$ cat config.mk
export PLATFORM = sky130hd
export DESIGN_NAME = tlk2711_rx_link
export DESIGN_NICKNAME = d
export VERILOG_FILES = /design/src/common/tlk2711_rx_pkg.sv /design/src/rx_frame_fsm.sv /design/src/rx_payload_counter.sv /design/src/rx_frame_capture.sv /design/src/rx_loss_monitor.sv /design/src/tlk2711_rx_link.sv
export SDC_FILE = /design/constraint.sdc
export NUM_CORES = 1
export LEC_CHECK = 0
export ABC_AREA = 1
export BUFFER_PORTS_ARGS = -buffer_cell sky130_fd_sc_hd__buf_4
export CORE_MARGIN = 2
export CORE_UTILIZATION = 40
export CTS_CLUSTER_DIAMETER = 30
export CTS_CLUSTER_SIZE = 14
export DETAILED_ROUTE_END_ITERATION = 6
export GPL_TIMING_DRIVEN = 0
export SKIP_CTS_REPAIR_TIMING = 1
export SYNTH_ARGS = -nofsm -noshare
export SYNTH_HDL_FRONTEND = slang
export SYNTH_HIERARCHICAL = 1
export SYNTH_SLANG_ARGS = --single-unit
$ cat constraint.sdc
create_clock -name i_2711_rx_clk -period 2.9 [get_ports i_2711_rx_clk]
set_input_delay 0.29 -clock i_2711_rx_clk [delete_from_list [all_inputs] [get_ports i_2711_rx_clk]]
set_output_delay 0.29 -clock i_2711_rx_clk [all_outputs]
set_load 0.01 [all_outputs]
$ cat src/common/tlk2711_rx_pkg.sv
//////////////////////////////////////////////////////////////////////
// tlk2711 receive framer definitions
// link code words, framer states and the word, header and status
// types used across the receive path
//////////////////////////////////////////////////////////////////////

package tlk2711_rx_pkg;

    //////////////////////////////////////////////////////////////////////
    // link code words
    //////////////////////////////////////////////////////////////////////

    // sync, D5.6 high byte over K28.5 low byte, only the low K flag set
    localparam logic [15:0] k_sync_word = 16'hC5BC;

    // start of frame, K28.2 high over K27.7 low, both K flags set
    localparam logic [15:0] k_sof_word = 16'h5CFB;

    // head flag spans two consecutive data words
    localparam logic [31:0] k_frame_head_flag = 32'hEB90_E116;

    // all ones with both K flags means the link is gone
    localparam logic [15:0] k_link_loss_word = 16'hFFFF;

    //////////////////////////////////////////////////////////////////////
    // types
    //////////////////////////////////////////////////////////////////////

    // one received word as delivered by the serdes
    typedef struct packed {
        logic        kmsb;
        logic        klsb;
        logic [15:0] data;
    } tlk_word_t;

    typedef enum logic [3:0] {
        IDLE        = 4'd0,
        SYNC        = 4'd1,
        FRAME_HEAD  = 4'd2,
        DATA_TYPE   = 4'd3,
        LINE_INFO   = 4'd4,
        DATA_LENGTH = 4'd5,
        RECV_DATA   = 4'd6,
        CHECK_DATA  = 4'd7,
        FRAME_END1  = 4'd8,
        FRAME_END2  = 4'd9
    } rx_state_e;

    // first header word, summed as a whole or split into fields
    typedef union packed {
        logic [15:0] raw;
        struct packed {
            logic [1:0] file_end;
            logic [1:0] channel_id;
            logic [3:0] data_type;
            logic [7:0] line_hi;
        } fields;
    } rx_type_word_u;

    typedef struct packed {
        logic [1:0]  file_end;
        logic [1:0]  channel_id;
        logic [3:0]  data_type;
        logic [23:0] line_number;
        logic [15:0] data_length;
    } rx_header_t;

    typedef struct packed {
        logic        valid;
        logic        last;
        logic [15:0] data;
    } rx_payload_t;

    typedef struct packed {
        logic done;
        logic checksum_err;
    } rx_frame_result_t;

    typedef struct packed {
        logic link_loss;
        logic sync_loss;
    } rx_loss_t;

endpackage

$ cat src/rx_frame_fsm.sv
//////////////////////////////////////////////////////////////////////
// receive frame FSM
// walks from sync hunt through header, payload and checksum to the
// two frame end cycles
//////////////////////////////////////////////////////////////////////

`timescale 1ns/100ps

module rx_frame_fsm (
    input  logic                      i_2711_rx_clk,
    input  logic                      i_rst_n,
    input  tlk2711_rx_pkg::tlk_word_t i_word,
    input  logic                      i_last_word,
    output tlk2711_rx_pkg::rx_state_e o_state
);

    import tlk2711_rx_pkg::*;

    rx_state_e   state_q;
    rx_state_e   state_d;
    logic [15:0] prev_data;

    assign o_state = state_q;

    // previous word, high half of the head flag
    always_ff @(posedge i_2711_rx_clk) begin
        prev_data <= i_word.data;
    end

    always_ff @(posedge i_2711_rx_clk or negedge i_rst_n) begin
        if (!i_rst_n) begin
            state_q <= IDLE;
        end else begin
            state_q <= state_d;
        end
    end

    always_comb begin
        state_d = state_q;
        case (state_q)
            IDLE: begin
                if (!i_word.kmsb && i_word.klsb && i_word.data == k_sync_word) begin
                    state_d = SYNC;
                end
            end
            SYNC: begin
                if (i_word.kmsb && i_word.klsb && i_word.data == k_sof_word) begin
                    state_d = FRAME_HEAD;
                end
            end
            FRAME_HEAD: begin
                if ({prev_data, i_word.data} == k_frame_head_flag) begin
                    state_d = DATA_TYPE;
                end
            end
            // header words, one cycle each
            DATA_TYPE:   state_d = LINE_INFO;
            LINE_INFO:   state_d = DATA_LENGTH;
            DATA_LENGTH: state_d = RECV_DATA;
            RECV_DATA: begin
                if (i_last_word) begin
                    state_d = CHECK_DATA;
                end
            end
            CHECK_DATA:  state_d = FRAME_END1;
            FRAME_END1:  state_d = FRAME_END2;
            FRAME_END2:  state_d = IDLE;
            // illegal encoding falls back to sync hunt
            default:     state_d = IDLE;
        endcase
    end

    a_state_legal: assert property (@(posedge i_2711_rx_clk) disable iff (!i_rst_n)
        state_q inside {IDLE, SYNC, FRAME_HEAD, DATA_TYPE, LINE_INFO, DATA_LENGTH,
                        RECV_DATA, CHECK_DATA, FRAME_END1, FRAME_END2});

endmodule

$ cat src/rx_payload_counter.sv
//////////////////////////////////////////////////////////////////////
// payload word counter
// flags the final payload word from the frame length and its unit
//////////////////////////////////////////////////////////////////////

`timescale 1ns/100ps

module rx_payload_counter (
    input  logic                      i_2711_rx_clk,
    input  logic                      i_rst_n,
    input  tlk2711_rx_pkg::rx_state_e i_state,
    input  logic [15:0]               i_data_length,
    input  logic                      i_rx_length_unit,
    output logic                      o_last_word
);

    import tlk2711_rx_pkg::*;

    logic [15:0] word_count;
    logic [15:0] recv_count;

    // byte lengths round up to whole 16-bit words
    assign word_count = i_rx_length_unit
                      ? i_data_length
                      : {1'b0, i_data_length[15:1]} + {15'd0, i_data_length[0]};

    always_ff @(posedge i_2711_rx_clk or negedge i_rst_n) begin
        if (!i_rst_n) begin
            recv_count <= '0;
        end else if (i_state == RECV_DATA) begin
            recv_count <= recv_count + 16'd1;
        end else begin
            recv_count <= '0;
        end
    end

    // length of zero is not a legal frame
    assign o_last_word = (i_state == RECV_DATA) && (recv_count == word_count - 16'd1);

endmodule

$ cat src/rx_frame_capture.sv
//////////////////////////////////////////////////////////////////////
// frame capture
// decodes the three header words, forwards payload words and checks
// the additive checksum of each frame
//////////////////////////////////////////////////////////////////////

`timescale 1ns/100ps

module rx_frame_capture (
    input  logic                             i_2711_rx_clk,
    input  logic                             i_rst_n,
    input  tlk2711_rx_pkg::rx_state_e        i_state,
    input  tlk2711_rx_pkg::tlk_word_t        i_word,
    output tlk2711_rx_pkg::rx_header_t       o_header,
    output logic [15:0]                      o_data_length,
    output tlk2711_rx_pkg::rx_payload_t      o_payload,
    output tlk2711_rx_pkg::rx_frame_result_t o_frame_result
);

    import tlk2711_rx_pkg::*;

    rx_type_word_u type_word;
    rx_type_word_u type_q;
    logic [15:0]   line_lo_q;
    rx_header_t    header_q;
    logic          payload_valid;
    logic [15:0]   payload_data;
    logic [15:0]   checksum;
    logic          checksum_err;
    logic          done;

    assign type_word.raw = i_word.data;

    //////////////////////////////////////////////////////////////////////
    // header
    //////////////////////////////////////////////////////////////////////

    // staged until the length word so the header changes in one step
    always_ff @(posedge i_2711_rx_clk) begin
        if (i_state == DATA_TYPE) begin
            type_q <= type_word;
        end
        if (i_state == LINE_INFO) begin
            line_lo_q <= i_word.data;
        end
    end

    always_ff @(posedge i_2711_rx_clk or negedge i_rst_n) begin
        if (!i_rst_n) begin
            header_q <= '0;
        end else if (i_state == DATA_LENGTH) begin
            header_q <= '{file_end:    type_q.fields.file_end,
                          channel_id:  type_q.fields.channel_id,
                          data_type:   type_q.fields.data_type,
                          line_number: {type_q.fields.line_hi, line_lo_q},
                          data_length: i_word.data};
        end
    end

    assign o_header      = header_q;
    assign o_data_length = header_q.data_length;

    //////////////////////////////////////////////////////////////////////
    // payload and checksum
    //////////////////////////////////////////////////////////////////////

    always_ff @(posedge i_2711_rx_clk) begin
        payload_data <= i_word.data;
    end

    always_ff @(posedge i_2711_rx_clk or negedge i_rst_n) begin
        if (!i_rst_n) begin
            payload_valid <= 1'b0;
            checksum      <= '0;
            checksum_err  <= 1'b0;
            done          <= 1'b0;
        end else begin
            payload_valid <= (i_state == RECV_DATA);
            done          <= (i_state == CHECK_DATA);
            case (i_state)
                // type word opens the sum, error from the last frame drops
                DATA_TYPE: begin
                    checksum     <= type_word.raw;
                    checksum_err <= 1'b0;
                end
                LINE_INFO, DATA_LENGTH, RECV_DATA: begin
                    checksum <= checksum + i_word.data;
                end
                CHECK_DATA: begin
                    checksum_err <= (checksum != i_word.data);
                end
                default: begin
                    checksum <= checksum;
                end
            endcase
        end
    end

    // last word is out once the FSM has moved on to the checksum
    assign o_payload = '{valid: payload_valid,
                         last:  payload_valid && (i_state == CHECK_DATA),
                         data:  payload_data};

    assign o_frame_result = '{done: done, checksum_err: checksum_err};

endmodule

$ cat src/rx_loss_monitor.sv
//////////////////////////////////////////////////////////////////////
// loss monitor
// one-cycle link-loss and sync-loss pulses, each followed by a
// holdoff window that keeps the host from being flooded
//////////////////////////////////////////////////////////////////////

`timescale 1ns/100ps

module rx_loss_monitor #(
    parameter int unsigned p_holdoff_cycles = 10_000_000
) (
    input  logic                      i_2711_rx_clk,
    input  logic                      i_rst_n,
    input  tlk2711_rx_pkg::tlk_word_t i_word,
    input  tlk2711_rx_pkg::rx_state_e i_state,
    input  logic                      i_link_loss_detect_ena,
    input  logic                      i_sync_loss_detect_ena,
    output tlk2711_rx_pkg::rx_loss_t  o_loss
);

    import tlk2711_rx_pkg::*;

    // index 0 is link loss, index 1 is sync loss
    logic [1:0] hit;
    logic [1:0] ena;
    logic [1:0] pulse;

    assign hit[0] = i_word.kmsb && i_word.klsb && (i_word.data == k_link_loss_word);

    // any K character inside a frame body means lost alignment
    assign hit[1] = (i_word.kmsb || i_word.klsb) &&
                    (i_state inside {DATA_TYPE, LINE_INFO, DATA_LENGTH,
                                     RECV_DATA, CHECK_DATA});

    assign ena = {i_sync_loss_detect_ena, i_link_loss_detect_ena};

    for (genvar g = 0; g < 2; g++) begin : g_det
        logic        pulse_q;
        logic        holdoff_q;
        logic [23:0] timer_q;

        always_ff @(posedge i_2711_rx_clk or negedge i_rst_n) begin
            if (!i_rst_n) begin
                pulse_q   <= 1'b0;
                holdoff_q <= 1'b0;
                timer_q   <= '0;
            end else if (!ena[g]) begin
                pulse_q   <= 1'b0;
                holdoff_q <= 1'b0;
                timer_q   <= '0;
            end else begin
                pulse_q <= hit[g] && !holdoff_q && !pulse_q;
                if (pulse_q) begin
                    holdoff_q <= 1'b1;
                end else if (timer_q == 24'(p_holdoff_cycles - 1)) begin
                    holdoff_q <= 1'b0;
                end
                // window length counted only while held off
                if (holdoff_q) begin
                    timer_q <= timer_q + 24'd1;
                end else begin
                    timer_q <= '0;
                end
            end
        end

        assign pulse[g] = pulse_q;

        a_pulse_single: assert property (@(posedge i_2711_rx_clk) disable iff (!i_rst_n)
            pulse_q |=> !pulse_q);

        a_pulse_held: assert property (@(posedge i_2711_rx_clk) disable iff (!i_rst_n)
            holdoff_q |-> !pulse_q);
    end

    assign o_loss = '{link_loss: pulse[0], sync_loss: pulse[1]};

endmodule

$ cat src/tlk2711_rx_link.sv
//////////////////////////////////////////////////////////////////////
// tlk2711 receive link
// frames the serdes word stream into header, payload and checksum
// result, and reports link and sync loss
//////////////////////////////////////////////////////////////////////

`timescale 1ns/100ps

module tlk2711_rx_link #(
    parameter int unsigned p_holdoff_cycles = 10_000_000
) (
    input  logic                            i_2711_rx_clk,
    input  logic                            i_rst_n,

    // serdes receive side
    input  logic                            i_2711_rkmsb,
    input  logic                            i_2711_rklsb,
    input  logic [15:0]                     i_2711_rxd,

    // per frame and detection controls
    input  logic                            i_rx_length_unit,
    input  logic                            i_link_loss_detect_ena,
    input  logic                            i_sync_loss_detect_ena,

    output tlk2711_rx_pkg::rx_header_t       o_header,
    output tlk2711_rx_pkg::rx_payload_t      o_payload,
    output tlk2711_rx_pkg::rx_frame_result_t o_frame_result,
    output tlk2711_rx_pkg::rx_loss_t         o_loss
);

    import tlk2711_rx_pkg::*;

    tlk_word_t   rx_word;
    rx_state_e   rx_state;
    logic [15:0] data_length;
    logic        last_word;

    assign rx_word = '{kmsb: i_2711_rkmsb, klsb: i_2711_rklsb, data: i_2711_rxd};

    rx_frame_fsm u_frame_fsm (
        .i_2711_rx_clk (i_2711_rx_clk),
        .i_rst_n       (i_rst_n),
        .i_word        (rx_word),
        .i_last_word   (last_word),
        .o_state       (rx_state)
    );

    // decides when RECV_DATA ends
    rx_payload_counter u_payload_counter (
        .i_2711_rx_clk    (i_2711_rx_clk),
        .i_rst_n          (i_rst_n),
        .i_state          (rx_state),
        .i_data_length    (data_length),
        .i_rx_length_unit (i_rx_length_unit),
        .o_last_word      (last_word)
    );

    rx_frame_capture u_frame_capture (
        .i_2711_rx_clk  (i_2711_rx_clk),
        .i_rst_n        (i_rst_n),
        .i_state        (rx_state),
        .i_word         (rx_word),
        .o_header       (o_header),
        .o_data_length  (data_length),
        .o_payload      (o_payload),
        .o_frame_result (o_frame_result)
    );

    rx_loss_monitor #(
        .p_holdoff_cycles (p_holdoff_cycles)
    ) u_loss_monitor (
        .i_2711_rx_clk          (i_2711_rx_clk),
        .i_rst_n                (i_rst_n),
        .i_word                 (rx_word),
        .i_state                (rx_state),
        .i_link_loss_detect_ena (i_link_loss_detect_ena),
        .i_sync_loss_detect_ena (i_sync_loss_detect_ena),
        .o_loss                 (o_loss)
    );

endmodule

==> impl_results.md <==
* Fmax at 349.1 MHz
* Max VDD drop at approximately 0.00042 V
* Net Sw Frac at a little under a quarter
* Relative slew slack at 26.05%
* Clock power share at 60.7%
* Clock root buffer: clkbuf_16
* Syn Area/Cell at 8.034 µm²
* R2R depth at 17
* Final setup fails at 0
* Maxcap violations at 0
* RSZ-0062 raised after global routing: yes
* Most frequent cells in the layout: 398 x nand2_1, 169 x inv_1, 166 x nor2_1, 138 x dfrtp_1, 117 x buf_4
* Hold Fails Final Rpt at 0
* Final antenna-violating net count at 0
* CTS Buf Count at 48
* Core ar. at 0.02778 mm²
* Post-Synthesis Cells at 1407
* Grt total ovfl at 0
* Avg WL per Cell at 14.34 µm
* Routability congestion estimate from global placement at 0.8994
* Vias at around 9600
* Starting Density at 40.69%
* Synthesized Nets at 1452
* Pint at 0.006743 W
* Startpoint Class: flop
* Register bit total from synthesis at 203
* CTS tree: done
* Number of global-route vias before repair at 9118
* Clock Path Buffers at 3
* # clock sinks at 203
* Maximum number of pins on one net before global-route repair at 84
* I/O Buffers at 91
* ANT cells at 0
* Critical Path RT at 3.37 ns
* Drt total wl at 28490 µm
* HP Class: primary input to flop
* Worst Tran Pin Value at 1.106 ns
* Cell area after synthesis at 0.01130 mm²
* Slew Limit Fails at 0
* Setup ws final at 0.03520 ns
* Logic pwr share at 5.8%
* GRT Overall Usage at 19.92%
* Final Instance Area at 0.01442 mm²
* Commonest non-fill, non-tap cell in the layout: nand2_1
* Ports at 93
* Number of enable flip-flop cells after synthesis at 32
* Static leakage at 6.797 nW
* Post-synth cell types at 51
* Cell mode on critical path: nand3_1
* Pwr/cell area at 611.4 mW/mm²
* Worst-path maximum fanout at 4
* Die area at ~0.030 mm²
* Register area share after synthesis at 44.94%
* Die width at 172.1 µm
* Pwr Total at 0.008816 W
* DR DRC count at 0
* Vias/cell at just under 5
* CP cell instances: ha_4 -> ha_4 -> o21ai_2 -> ha_1 -> xor2_1 -> nand3_1 -> nor2_1 -> nand2_1 -> nor2_1 -> nand3_1 -> nor2_2 -> nand4_1 -> nor3_4 -> nor3_2 -> a21oi_2 -> nand3_1 -> nand2_1
* Clock skew at 0.01807 ns
* Fin crit period at around 2.9 ns
* TritonRoute pass-1 iters at 5
* Htree depth at 2
* Yosys warns at 6
* Placement Rows at 61
* DP Worst Slack at -0.1720 ns
* Setup CP Type: flop to flop
* CP max-delay cell: dfrtp_2
* Psw at about 0.0021 W
* Dpl cell area at 0.01251 mm²
* Die Ht at roughly 170 µm
* First-pass GRT wire length at 46460 µm
* Syn-to-layout area delta at 27.55%
* CP peak stage delay at 0.46 ns
* HPWL Detailed at 20280 µm
* Share of power burned in registers at between 30% and 40%
* DRT iter0 DRCs at 844
* Worst-path clk slew at 0.05 ns
* Fin nets at 1616
* Async S/R FF share, synth at 68.47%
* Clock Latency Late Sink at 0.54 ns
* Tcrit/Tclk final at a little over nine tenths
* Crit. End Element: flop
* Status: complete, no violations
* Cells on Worst Hold Path at 3
* # fillers at about 2600
* Antenna violations before repair at 0
* Layout cells sized above 1 at 21.63%
* Ys flop type: dfrtp_1
* WP data arrival at 3.34 ns
==> logic make-up (layout without fill, tap and decap cells) <==
kind of cell	count (synthesis)	in the layout	share of synthesized area (%)
AOI/OAI and AO/OA	108	108	5.125
xor gates and xnor gates	9	9	0.6974
adders and majority gates	22	22	2.502
buffers and inverters	219	421	8.601
DFF	203	203	44.94
muxes	37	37	4.915
and+or+nand+nor	809	809	33.22
==> worst paths after layout <==
path	slack (ns)	start	to
setup / recovery	0.04	u_frame_capture/o_data_length[1]	u_frame_fsm/o_state[0]
hold / removal	0.008	i_link_loss_detect_ena	u_loss_monitor/g_det[0].holdoff_q
setup reg to reg	0.04	u_frame_capture/o_data_length[1]	u_frame_fsm/o_state[0]
hold reg to reg	0.46	u_frame_capture/type_q[15]	u_frame_capture/o_header[47]
max in group asynchronous	1.77	i_rst_n	u_loss_monitor/g_det[1].timer_q[1]
min in group asynchronous	0.29	i_rst_n	u_loss_monitor/g_det[0].timer_q[4]
==> layout make-up <==
type / instances / area (µm²) / area share (%)
well taps: 378 / 473.0 / 3.280
clock inverters: 33 / 372.9 / 2.586
repair buffers: 114 / 925.9 / 6.422
inverters: 182 / 683.2 / 4.738
multi-input cells: 985 / 5314 / 36.86
plain buffers: 37 / 289.0 / 2.005
clock buffers: 55 / 1279 / 8.869
flip-flops and latches: 203 / 5081 / 35.24
==> sequential cells by signal (all words and copies together) (netlist names) <==
name                            cells
u_frame_capture/o_header           32
u_loss_monitor/g_det.timer_q       48
u_frame_capture/payload_valid       1
u_frame_fsm/prev_data              16
u_frame_capture/type_q             16
u_frame_capture/o_data_length      16
u_loss_monitor/g_det.holdoff_q      2
u_frame_fsm/o_state                 4
u_frame_capture/checksum           16
u_frame_capture/line_lo_q          16
u_frame_capture/payload_data       16
u_loss_monitor/g_det.pulse_q        2
u_frame_capture/done                1
u_frame_capture/checksum_err        1
u_payload_counter/recv_count       16
==> through the flow <==
stage	hold WS [ns]	util, %	std cells	TNS, ns
finish	0.007974	51.90	1987	0
global route	0.006034	51.90	1987	-0.3504
CTS	-0.2743	50.96	1966	-0.3660
detailed placement	0.3069	45.02	1878	-0.3348
global placement	0.4586	44.85	1876	-1.715
floorplan	-0.005591	-	1407	0
==> Yosys cell counts (3+ instances only) <==
| cell type | instances | area (µm²) |
|---|---|---|
| dfxtp_1 | 32 | 640.6 |
| a21oi_1 | 47 | 235.2 |
| dfrtp_1 | 139 | 3478 |
| clkbuf_1 | 3 | 11.26 |
| nand2_4 | 9 | 101.4 |
| nand3_2 | 10 | 100.1 |
| nor2_4 | 17 | 191.4 |
| nor3_1 | 27 | 135.1 |
| nand3_1 | 103 | 515.5 |
| nor3b_1 | 3 | 22.52 |
| edfxtp_1 | 32 | 960.9 |
| xor2_1 | 9 | 78.83 |
| nand2_1 | 398 | 1494 |
| buf_6 | 8 | 90.09 |
| nor2_2 | 13 | 81.33 |
| nor4_1 | 5 | 31.28 |
| o21ai_0 | 41 | 205.2 |
| nand4_1 | 17 | 106.4 |
| clkinv_1 | 3 | 11.26 |
| nor2_1 | 167 | 626.9 |
| mux2_4 | 37 | 555.5 |
| ha_1 | 21 | 262.8 |
| nand3b_1 | 6 | 45.04 |
| buf_4 | 23 | 172.7 |
| inv_1 | 169 | 634.4 |
| nand2_2 | 16 | 100.1 |
| nor3_2 | 7 | 70.07 |
| o21ai_1 | 8 | 40.04 |
| inv_2 | 10 | 37.54 |
==> metal layers <==
layer,GRT usage [%],share of wire (%)
met1,26.97,47
met2,32.30,46
met3,3.777,5.2
met4,6.394,2.3
met5,0,0
==> worst max-delay path, delay by kind of cell, from the launching register on <==
family	cells	cell delay, ns
AOI/OAI and AO/OA	2	0.17
xor gates and xnor gates	1	0.14
adders and majority gates	3	0.78
DFF	1	0.46
and+or+nand+nor	11	1.24
==> power groups by stage <==
stage	clock [W]	combinational (W)	sequential, W
after global routing	0.00565	0.000579	0.00296
after detailed placement	0	0.000484	0.00300
after floorplan	0	0.000277	0.00300
after global placement	0	0.000474	0.00300
final	0.00535	0.000513	0.00296
after CTS	0.00547	0.000487	0.00295
Note: power is estimated with default switching activity, not from simulation.
